`src/rv_macros.svh`:
```
`ifndef RV_MACROS_SVH
`define RV_MACROS_SVH

// machine word and program counter width
`define XLEN 32

// architectural integer registers, x0 included
`define REG_COUNT 32

// byte distance between sequential instructions
`define PC_STEP 32'd4

// first fetch address out of reset
`define RESET_PC 32'h0000_0000

`endif

```
`src/rvCorePkg.sv`:
```
package rvCorePkg;

`include "rv_macros.svh"

    // datapath word, also used for the PC
    typedef logic [`XLEN-1:0] wordT;

    // register index
    typedef logic [$clog2(`REG_COUNT)-1:0] regAddrT;

    // req/ack phases of one instruction
    typedef enum logic [1:0] {
        IDLE  = 2'd0,       // waiting for req
        EXEC  = 2'd1,       // instruction latched, retires next edge
        ACKED = 2'd2        // ack high until req drops
    } hsStateT;

endpackage

```
`src/rvIsaPkg.sv`:
```
package rvIsaPkg;

`include "rv_macros.svh"

    typedef enum logic [6:0] {
        OP     = 7'b0110011,        // register-register arithmetic
        OP_IMM = 7'b0010011,        // immediate arithmetic
        LUI    = 7'b0110111,
        AUIPC  = 7'b0010111,
        JAL    = 7'b1101111,
        JALR   = 7'b1100111,
        BRANCH = 7'b1100011
    } opcodeT;

    typedef logic [2:0] funct3T;

    // arithmetic funct3, shared by OP and OP_IMM
    localparam funct3T F3_ADD  = 3'b000;
    localparam funct3T F3_SLL  = 3'b001;
    localparam funct3T F3_SLT  = 3'b010;
    localparam funct3T F3_SLTU = 3'b011;     // no immediate form here
    localparam funct3T F3_XOR  = 3'b100;
    localparam funct3T F3_SR   = 3'b101;     // SRL/SRA by funct7 bit 5
    localparam funct3T F3_OR   = 3'b110;
    localparam funct3T F3_AND  = 3'b111;

    // branch conditions
    localparam funct3T F3_BEQ  = 3'b000;
    localparam funct3T F3_BNE  = 3'b001;
    localparam funct3T F3_BLT  = 3'b100;
    localparam funct3T F3_BGE  = 3'b101;
    localparam funct3T F3_BLTU = 3'b110;
    localparam funct3T F3_BGEU = 3'b111;
    localparam funct3T F3_JALR = 3'b000;

    localparam logic [6:0] F7_ZERO = 7'b0000000;
    localparam logic [6:0] F7_ALT  = 7'b0100000;    // SUB and SRA

    typedef struct packed {
        opcodeT            opcode;
        logic [4:0]        rd;
        logic [4:0]        rs1;
        logic [4:0]        rs2;
        funct3T            funct3;
        logic [6:0]        funct7;
        logic [`XLEN-1:0]  immI;
        logic [`XLEN-1:0]  immSB;
        logic [`XLEN-1:0]  immU;
        logic [`XLEN-1:0]  immUJ;
        logic              known;       // one of the seven kept opcodes
    } decodedT;

endpackage

```
`src/branchUnit.sv`:
```
`timescale 1ns/1ns
`include "rv_macros.svh"

module branchUnit (
    input  rvIsaPkg::decodedT dec,
    input  rvCorePkg::wordT   rs1Data,
    input  rvCorePkg::wordT   rs2Data,
    input  rvCorePkg::wordT   pc,
    output rvCorePkg::wordT   nextPc,
    output rvCorePkg::wordT   linkValue,
    output logic              branchIllegal
);
    import rvIsaPkg::*;
    import rvCorePkg::*;

    logic taken;
    wordT seqPc;        // fall-through address
    wordT jalrSum;

    assign seqPc     = pc + `PC_STEP;
    assign linkValue = seqPc;
    assign jalrSum   = rs1Data + dec.immI;

    always_comb begin
        case (dec.funct3)
            F3_BEQ:  taken = rs1Data == rs2Data;
            F3_BNE:  taken = rs1Data != rs2Data;
            F3_BLT:  taken = $signed(rs1Data) < $signed(rs2Data);
            F3_BGE:  taken = $signed(rs1Data) >= $signed(rs2Data);
            F3_BLTU: taken = rs1Data < rs2Data;
            F3_BGEU: taken = rs1Data >= rs2Data;
            default: taken = 1'b0;
        endcase
    end

    always_comb begin
        case (dec.opcode)
            BRANCH:  nextPc = taken ? pc + dec.immSB : seqPc;
            JAL:     nextPc = pc + dec.immUJ;
            JALR:    nextPc = {jalrSum[`XLEN-1:1], 1'b0};   // target is rs1-relative
            default: nextPc = seqPc;
        endcase
    end

    // branch funct3 010 and 011 are unassigned
    assign branchIllegal = ((dec.opcode == BRANCH) && (dec.funct3[2:1] == 2'b01)) ||
                           ((dec.opcode == JALR) && (dec.funct3 != F3_JALR));

endmodule

```
`src/instDecode.sv`:
```
`timescale 1ns/1ns
`include "rv_macros.svh"

module instDecode (
    input  rvCorePkg::wordT   instr,
    output rvIsaPkg::decodedT dec
);
    import rvIsaPkg::*;

    always_comb begin
        dec.opcode = opcodeT'(instr[6:0]);
        dec.rd     = instr[11:7];
        dec.funct3 = instr[14:12];
        dec.rs1    = instr[19:15];
        dec.rs2    = instr[24:20];
        dec.funct7 = instr[31:25];

        // I-type, 12 bits from the top
        dec.immI  = {{(`XLEN-12){instr[31]}}, instr[31:20]};

        // SB-type, halfword offset
        dec.immSB = {{(`XLEN-13){instr[31]}},
                     instr[31],
                     instr[7],
                     instr[30:25],
                     instr[11:8],
                     1'b0};

        // U-type, upper 20 bits
        dec.immU  = {instr[31:12], 12'b0};

        // UJ-type, 21-bit jump offset
        dec.immUJ = {{(`XLEN-21){instr[31]}},
                     instr[31],
                     instr[19:12],
                     instr[20],
                     instr[30:21],
                     1'b0};

        case (dec.opcode)
            OP, OP_IMM, LUI, AUIPC, JAL, JALR, BRANCH: begin
                dec.known = 1'b1;
            end
            default: begin
                dec.known = 1'b0;       // loads, stores and the rest
            end
        endcase
    end

endmodule

```
`src/intAlu.sv`:
```
`timescale 1ns/1ns

module intAlu (
    input  rvIsaPkg::decodedT dec,
    input  rvCorePkg::wordT   rs1Data,
    input  rvCorePkg::wordT   rs2Data,
    input  rvCorePkg::wordT   pc,
    output rvCorePkg::wordT   aluResult,
    output logic              aluIllegal
);
    import rvIsaPkg::*;
    import rvCorePkg::*;

    logic       isImm;
    wordT       opB;        // rs2 or immI
    logic [4:0] shamt;
    logic       altOp;      // SUB / SRA select
    logic       ltS;
    logic       ltU;
    wordT       arith;

    assign isImm = (dec.opcode == OP_IMM);
    assign opB   = isImm ? dec.immI : rs2Data;
    assign shamt = opB[4:0];
    assign altOp = isImm ? dec.immI[10] : dec.funct7[5];
    assign ltS   = $signed(rs1Data) < $signed(opB);
    assign ltU   = rs1Data < opB;

    always_comb begin
        case (dec.funct3)
            F3_ADD:  arith = (altOp && !isImm) ? rs1Data - opB : rs1Data + opB;
            F3_SLL:  arith = rs1Data << shamt;
            F3_SLT:  arith = wordT'(ltS);
            F3_SLTU: arith = isImm ? '0 : wordT'(ltU);     // SLTIU not supported
            F3_XOR:  arith = rs1Data ^ opB;
            F3_SR:   arith = altOp ? wordT'($signed(rs1Data) >>> shamt) : rs1Data >> shamt;
            F3_OR:   arith = rs1Data | opB;
            default: arith = rs1Data & opB;                 // AND, ANDI
        endcase
    end

    always_comb begin
        case (dec.opcode)
            OP, OP_IMM: aluResult = arith;
            LUI:        aluResult = dec.immU;
            AUIPC:      aluResult = pc + dec.immU;
            default:    aluResult = '0;     // jumps and branches use linkValue
        endcase
    end

    // illegal funct7 / shift-immediate patterns
    always_comb begin
        aluIllegal = 1'b0;
        if (dec.opcode == OP) begin
            if ((dec.funct3 == F3_ADD) || (dec.funct3 == F3_SR)) begin
                aluIllegal = (dec.funct7 & ~F7_ALT) != F7_ZERO;
            end else begin
                aluIllegal = dec.funct7 != F7_ZERO;
            end
        end else if (isImm) begin
            case (dec.funct3)
                F3_SLTU: aluIllegal = 1'b1;
                F3_SLL:  aluIllegal = dec.immI[11:5] != F7_ZERO;
                F3_SR:   aluIllegal = (dec.immI[11:5] & ~F7_ALT) != F7_ZERO;
                default: aluIllegal = 1'b0;
            endcase
        end
    end

endmodule

```
`src/regFile.sv`:
```
`timescale 1ns/1ns
`include "rv_macros.svh"

module regFile (
    input  logic               clk,
    input  logic               rst,
    input  rvCorePkg::regAddrT rdAddrA,
    input  rvCorePkg::regAddrT rdAddrB,
    output rvCorePkg::wordT    rdDataA,
    output rvCorePkg::wordT    rdDataB,
    input  logic               wrEn,
    input  rvCorePkg::regAddrT wrAddr,
    input  rvCorePkg::wordT    wrData
);
    import rvCorePkg::*;

    wordT regs [1:`REG_COUNT-1];    // x1..x31, x0 has no storage

    always_ff @(posedge clk) begin
        if (!rst) begin
            for (int i = 1; i < `REG_COUNT; i++) begin
                regs[i] <= '0;
            end
        end else if (wrEn && (wrAddr != '0)) begin
            regs[wrAddr] <= wrData;     // writes to x0 dropped
        end
    end

    // asynchronous reads
    assign rdDataA = (rdAddrA == '0) ? '0 : regs[rdAddrA];
    assign rdDataB = (rdAddrB == '0) ? '0 : regs[rdAddrB];

endmodule

```
`src/retireCtrl.sv`:
```
`timescale 1ns/1ns
`include "rv_macros.svh"

module retireCtrl (
    input  logic               clk,
    input  logic               rst,
    input  logic               req,
    input  rvCorePkg::wordT    instr,
    output logic               ack,
    output rvCorePkg::wordT    latchedInstr,
    input  rvIsaPkg::decodedT  dec,
    input  rvCorePkg::wordT    aluResult,
    input  rvCorePkg::wordT    nextPc,
    input  rvCorePkg::wordT    linkValue,
    input  logic               aluIllegal,
    input  logic               branchIllegal,
    output rvCorePkg::wordT    pc,
    output logic               wrEn,
    output rvCorePkg::regAddrT wrAddr,
    output rvCorePkg::wordT    wrData,
    output logic               wbEn,
    output rvCorePkg::regAddrT wbAddr,
    output rvCorePkg::wordT    wbData,
    output logic               halted
);
    import rvCorePkg::*;
    import rvIsaPkg::*;

    hsStateT state;
    logic    haltNow;       // instruction in EXEC is not executable
    logic    retire;        // EXEC cycle with a live core
    logic    isJump;

    assign haltNow = !dec.known || aluIllegal || branchIllegal;
    assign retire  = (state == EXEC) && !halted && !haltNow;
    assign isJump  = (dec.opcode == JAL) || (dec.opcode == JALR);

    // register file write lands on the retire edge
    assign wrEn   = retire && (dec.opcode != BRANCH);
    assign wrAddr = dec.rd;
    assign wrData = isJump ? linkValue : aluResult;

    always_ff @(posedge clk) begin
        if (!rst) begin
            state  <= IDLE;
            ack    <= 1'b0;
            wbEn   <= 1'b0;
            halted <= 1'b0;
            pc     <= `RESET_PC;
        end else begin
            wbEn <= 1'b0;       // one-cycle pulse
            case (state)
                IDLE: begin
                    if (req) begin
                        state <= EXEC;
                    end
                end
                EXEC: begin
                    ack   <= 1'b1;
                    wbEn  <= wrEn;
                    state <= ACKED;
                    if (retire) begin
                        pc <= nextPc;
                    end
                    if (haltNow) begin
                        halted <= 1'b1;     // sticky until reset
                    end
                end
                ACKED: begin
                    if (!req) begin
                        ack   <= 1'b0;
                        state <= IDLE;
                    end
                end
                default: state <= IDLE;
            endcase
        end
    end

    // instruction and write-back payload
    always_ff @(posedge clk) begin
        if ((state == IDLE) && req) begin
            latchedInstr <= instr;
        end
        if (wrEn) begin
            wbAddr <= wrAddr;
            wbData <= wrData;
        end
    end

endmodule

```
`src/rv32Exec.sv`:
```
`timescale 1ns/1ns

module rv32Exec (
    input  logic               clk,
    input  logic               rst,
    input  logic               req,
    input  rvCorePkg::wordT    instr,
    output logic               ack,
    output logic               wbEn,
    output rvCorePkg::regAddrT wbAddr,
    output rvCorePkg::wordT    wbData,
    output rvCorePkg::wordT    pc,
    output logic               halted
);
    import rvCorePkg::*;
    import rvIsaPkg::*;

    wordT    latchedInstr;
    decodedT dec;
    wordT    rdDataA;
    wordT    rdDataB;
    wordT    aluResult;
    logic    aluIllegal;
    wordT    nextPc;
    wordT    linkValue;
    logic    branchIllegal;
    logic    wrEn;
    regAddrT wrAddr;
    wordT    wrData;

    retireCtrl retire0 (
        .clk(clk), .rst(rst), .req(req), .instr(instr), .ack(ack),
        .latchedInstr(latchedInstr), .dec(dec),
        .aluResult(aluResult), .nextPc(nextPc), .linkValue(linkValue),
        .aluIllegal(aluIllegal), .branchIllegal(branchIllegal), .pc(pc),
        .wrEn(wrEn), .wrAddr(wrAddr), .wrData(wrData),
        .wbEn(wbEn), .wbAddr(wbAddr), .wbData(wbData), .halted(halted)
    );

    instDecode decode0 (.instr(latchedInstr), .dec(dec));

    regFile regs0 (
        .clk(clk), .rst(rst),
        .rdAddrA(dec.rs1), .rdAddrB(dec.rs2), .rdDataA(rdDataA), .rdDataB(rdDataB),
        .wrEn(wrEn), .wrAddr(wrAddr), .wrData(wrData)
    );

    intAlu alu0 (
        .dec(dec), .rs1Data(rdDataA), .rs2Data(rdDataB), .pc(pc),
        .aluResult(aluResult), .aluIllegal(aluIllegal)
    );

    branchUnit branch0 (
        .dec(dec), .rs1Data(rdDataA), .rs2Data(rdDataB), .pc(pc),
        .nextPc(nextPc), .linkValue(linkValue), .branchIllegal(branchIllegal)
    );

endmodule

```
`config.mk`:
```
export PLATFORM = sky130hd
export DESIGN_NAME = rv32Exec
export DESIGN_NICKNAME = d
export VERILOG_FILES = /design/src/rvCorePkg.sv /design/src/rvIsaPkg.sv /design/src/branchUnit.sv /design/src/instDecode.sv /design/src/intAlu.sv /design/src/regFile.sv /design/src/retireCtrl.sv /design/src/rv32Exec.sv
export VERILOG_INCLUDE_DIRS = /design/src
export SDC_FILE = /design/constraint.sdc
export NUM_CORES = 2
export LEC_CHECK = 0
export BUFFER_PORTS_ARGS = -buffer_cell sky130_fd_sc_hd__buf_2
export CAP_MARGIN = 20
export CELL_PAD_IN_SITES_DETAIL_PLACEMENT = 1
export CELL_PAD_IN_SITES_GLOBAL_PLACEMENT = 2
export CORE_ASPECT_RATIO = 2
export CORE_MARGIN = 8
export CORE_UTILIZATION = 44
export DETAILED_ROUTE_END_ITERATION = 7
export PLACE_DENSITY_LB_ADDON = 0.1
export SLEW_MARGIN = 30
export SYNTH_ARGS = -nofsm -noshare
export SYNTH_HDL_FRONTEND = slang
export SYNTH_SLANG_ARGS = --single-unit
```
`constraint.sdc`:
```
create_clock -name clk -period 9.5 [get_ports clk]
set_clock_uncertainty 0.15 [all_clocks]
set_input_delay 2.375 -clock clk [delete_from_list [all_inputs] [get_ports clk]]
set_output_delay 2.375 -clock clk [all_outputs]
set_load 0.03 [all_outputs]
```
==> out/qor.log <==
[sta] final hold violation count 0
[worst_hold_path] Hold Path Depth 1
[grt] vias in the first global route 67,300
[die] count of pins on the block boundary 107
[finish] number of standard cells in the final layout excluding fillers 9,007
[die] floorplan row count 214
[placed_design] count of input and output buffers 105
[setup_path] endpoint class of the critical path flop
[route] Vias per Instance 7.32
[cts] total number of H-tree levels 3
[synth] EDFF count, synth 1,093
[sta] final setup violation count 0
[route] Pre-antenna DRT Iters 6
[cts] Clk Tree Root Cell sky130_fd_sc_hd__clkbuf_16
[setup_path] CP max-delay cell sky130_fd_sc_hd__dfxtp_4
[route] detailed-route DRC error count 0
[die] die height 599 µm
[sta] setup repair after global routing missed its margin false
[synth] cell type with the highest aggregate area in the netlist sky130_fd_sc_hd__edfxtp_1
[synth] number of synthesized register bits 1,139
[setup_path] maximum fanout along the worst path 47
[cts] clock tree from TritonCTS yes
[worst_hold_path] end of the worst hold path retire0.ack
[power_and_ir_drop] clock share of power 26.4%
[setup_path] CP Cell Sequence buf_12 > mux4_2 > mux4_2 > mux2_2 > o21ai_0 > o21ai_0 > ha_1 > nor2b_1 > nand3_1 > a2111oi_1 > buf_4 > o21ai_0 > nand3_1 > o21ai_0 > a221oi_1 > mux2i_1 > nand4_1 > buf_4 > a211oi_4 > buf_12 > nor2_1
[worst_hold_path] Hold/Removal Path Class flop to flop
[sta] minimum clock period 8.86 ns
[finish] Final Net Count 6,886
[cts] total number of clock tree sinks 1,139
[synth] area fraction of the dominant cell type after synthesis 43.9%
[setup_path] most used cell along the critical path sky130_fd_sc_hd__o21ai_0
[synth] commonest register cell after synthesis sky130_fd_sc_hd__edfxtp_1
[synth] register area share after synthesis 45.1%
[placed_design] Post-DP HPWL 296,000 µm
[grt] initial antenna violation count 30
[grt] first-pass GRT wire length 573,000 µm
[synth] largest cells by area after synthesis sky130_fd_sc_hd__edfxtp_1, sky130_fd_sc_hd__mux4_2, sky130_fd_sc_hd__nor2_1, sky130_fd_sc_hd__mux2i_1, sky130_fd_sc_hd__ha_1
[cts] number of buffers created by CTS 105
[cts] buffers inserted during post-CTS setup optimization 0
[finish] filler cell count in the final layout 17,800
[setup_path] arrival time worst endpoint 9.20 ns
[placed_design] cell count after placement 8,787
[synth] syn avg cell area 11.3 µm²
[route] routed length per instance 47.2 µm
[cts] Longest Clk Path Bufs 3
[run_status] status finished clean
[power_and_ir_drop] Int Pwr 0.00990 W
[sta] maximum clock frequency 113 MHz
[worst_hold_path] startpoint of the worst hold path retire0.ack
[power_and_ir_drop] proportion of power drawn by flip-flops and latches 35.0%
[setup_path] CP startpoint kind flop
[placed_design] routability-driven placement congestion ratio 1.07
[setup_path] type of the worst setup path flop to flop
[die] die outline area 0.184 mm²
[synth] Gate Count Post-Synth 6,629
[setup_path] required time reported for the critical path endpoint 9.85 ns
[cts] hold buffers post-CTS 0
[sta] Worst slew margin 21.6%
[job] Max Cap Viol 0
[power_and_ir_drop] Logic pwr share 38.6%
[route] initial drt markers 8,403
[setup_path] cell type group with the largest total delay on the critical path compound AO/OA/AOI/OAI gates
[setup_path] setup slack of the most critical reg-to-reg path 0.64 ns
[setup_path] depth of the worst register-to-register path 21
[cts] post-CTS resize count 0
[grt] grt ovf 0
[route] overall routed net length 425,000 µm
[sta] count of pins over their slew limit 0
[setup_path] endpoint of the worst-slack reg-to-reg timing path regs0.regs[13][31]
[synth] count of synthesis-stage warnings from yosys 0
[die] CORE AREA 0.169 mm²
[sta] Total Negative Setup Slacks 0 ns
[synth] Synth Cell Area 0.0748 mm²
[grt] total track usage 45.5%
[power_and_ir_drop] Max rail drop VDD 0.210 mV
[cts] Worst-path clk slew 0.07 ns
[route] vias after detailed routing 66,000
[synth] share of flip-flops with an asynchronous set or reset 0%
[cts] insertion delay to the later sink of the worst-skew pair 0.82 ns
[power_and_ir_drop] standby leakage power 29.6 nW
[power_and_ir_drop] P per Cell Area 202 mW/mm²
[setup_path] WP buf/inv 4
[sta] Period Utilization, post-route 93.2%
[power_and_ir_drop] total net switching power 0.00680 W
[route] antenna viol nets, final 0
[finish] layout cells sized above 1 20.7%
[die] Starting Density 44.1%
[die] die outline width 308 µm
[finish] Layout area overhead 10.2%
[power_and_ir_drop] Sw Share 40.7%
[sta] slew at the pin closest to its max-slew limit 1.16 ns
[grt] pin count of the biggest net entering global routing 74
[setup_path] worst stage delay on the critical path 0.85 ns
[synth] number of distinct library cells after synthesis 114
==> metrics by stage <==
| stage | power (W) | setup slack (ns) | hold slack, ns | instance area [µm²] | util, % |
|---|---|---|---|---|---|
| 6_report | 0.0167 | 0.644 | 0.409 | 82400 | 48.6 |
| 5_1_grt | 0.0169 | 0.533 | 0.445 | 82400 | 48.6 |
| 4_1_cts | 0.0163 | 0.906 | 0.412 | 82200 | 48.5 |
| 3_5_place_dp | 0.0120 | 0.956 | 0.398 | 78800 | 46.5 |
| 3_3_place_gp | 0.0119 | 0.754 | 0.393 | 78700 | 46.5 |
| 2_1_floorplan | 0.00924 | 2.76 | 0.356 | 74900 | - |
==> cells by family after synthesis <==
| logic type | after synthesis | share of synthesized area (%) |
|---|---|---|
| fa+ha+maj | 220 | 3.74 |
| other cells | 1 | 0.00501 |
| compound gates | 1527 | 13.8 |
| buf+inv | 753 | 4.75 |
| xor+xnor | 134 | 1.57 |
| simple gates | 2005 | 11.8 |
| mux | 850 | 19.1 |
| flops | 1139 | 45.1 |
==> routing by layer <==
layer	share of wire, %	up-vias	routed length (µm)	GRT usage, %
met5	0.024	-	101	0.0261
met4	14	14	60000	49.9
met3	9.1	2161	38700	11.4
met2	47	4954	199000	74.1
met1	30	33500	127000	45.0
li1	-	25300	-	-
==> cells in the mapped netlist (132+ instances only) <==
master and number:
sky130_fd_sc_hd__edfxtp_1 1093, sky130_fd_sc_hd__clkbuf_1 329, sky130_fd_sc_hd__a21oi_1 422, sky130_fd_sc_hd__buf_2 140, sky130_fd_sc_hd__nand2_1 351, sky130_fd_sc_hd__o21ai_0 234, sky130_fd_sc_hd__nor2_1 1044, sky130_fd_sc_hd__mux2i_1 334
sky130_fd_sc_hd__inv_1 132, sky130_fd_sc_hd__nor3_1 141, sky130_fd_sc_hd__mux4_2 453, sky130_fd_sc_hd__ha_1 214
==> how the worst max path moves through the flow <==
| stage | to | depth (start not counted) | start |
|---|---|---|---|
| floorplan | regs0.regs[10][28] | 23 | flop |
| global placement | regs0.regs[29][31] | 21 | flop |
| detailed placement | regs0.regs[24][31] | 21 | flop |
| CTS | regs0.regs[13][31] | 21 | flop |
| global route | regs0.regs[13][31] | 21 | flop |
| finish | regs0.regs[13][31] | 21 | flop |
==> power by group through the flow <==
| stage | clock network [W] | logic, W | registers (W) |
|---|---|---|---|
| 6_report | 0.00441 | 0.00644 | 0.00585 |
| 5_1_grt | 0.00454 | 0.00651 | 0.00586 |
| 4_1_cts | 0.00441 | 0.00607 | 0.00584 |
| 3_5_place_dp | 0 | 0.00605 | 0.00595 |
| 3_3_place_gp | 0 | 0.00601 | 0.00593 |
| 2_1_floorplan | 0 | 0.00342 | 0.00582 |
==> cell type report <==
type	instances	area [µm²]	share of cell area, %
clock inverters	68	683	0.829
flip-flops and latches	1139	33800	41.0
inverters	159	597	0.724
repair buffers	457	3420	4.15
well taps	2268	2840	3.44
multi-input cells	4769	38400	46.5
diodes	17	42.5	0.0516
clock buffers	130	2730	3.31
==> cells in the final DEF, fill, tap and decap left out, types with 48 or more instances in the layout <==
cell,n
sky130_fd_sc_hd__a211oi_1,70
sky130_fd_sc_hd__a21o_1,90
sky130_fd_sc_hd__a21oi_1,421
sky130_fd_sc_hd__a22oi_1,125
sky130_fd_sc_hd__a31oi_1,48
sky130_fd_sc_hd__buf_2,104
sky130_fd_sc_hd__buf_4,330
sky130_fd_sc_hd__clkbuf_16,105
sky130_fd_sc_hd__edfxtp_1,1093
sky130_fd_sc_hd__ha_1,214
sky130_fd_sc_hd__inv_1,131
sky130_fd_sc_hd__mux2_2,55
sky130_fd_sc_hd__mux2i_1,329
sky130_fd_sc_hd__mux4_2,453
sky130_fd_sc_hd__nand2_1,289
sky130_fd_sc_hd__nand2_2,60
sky130_fd_sc_hd__nand3_1,120
sky130_fd_sc_hd__nor2_1,1033
sky130_fd_sc_hd__nor3_1,138
sky130_fd_sc_hd__o21a_1,61
sky130_fd_sc_hd__o21ai_0,220
sky130_fd_sc_hd__xnor2_1,78
sky130_fd_sc_hd__xor2_1,56
==> flip-flops by register name (all words and copies together), names as in the netlist, named ones only <==
signal and cells:
retire0.wbAddr 5, retire0.halted 1, retire0.wbEn 1, retire0.pc 31
regs0.regs 1024, retire0.state 2, retire0.ack 1, retire0.wbData 32
retire0.latchedInstr 32
(Power assumes the default switching activity.)
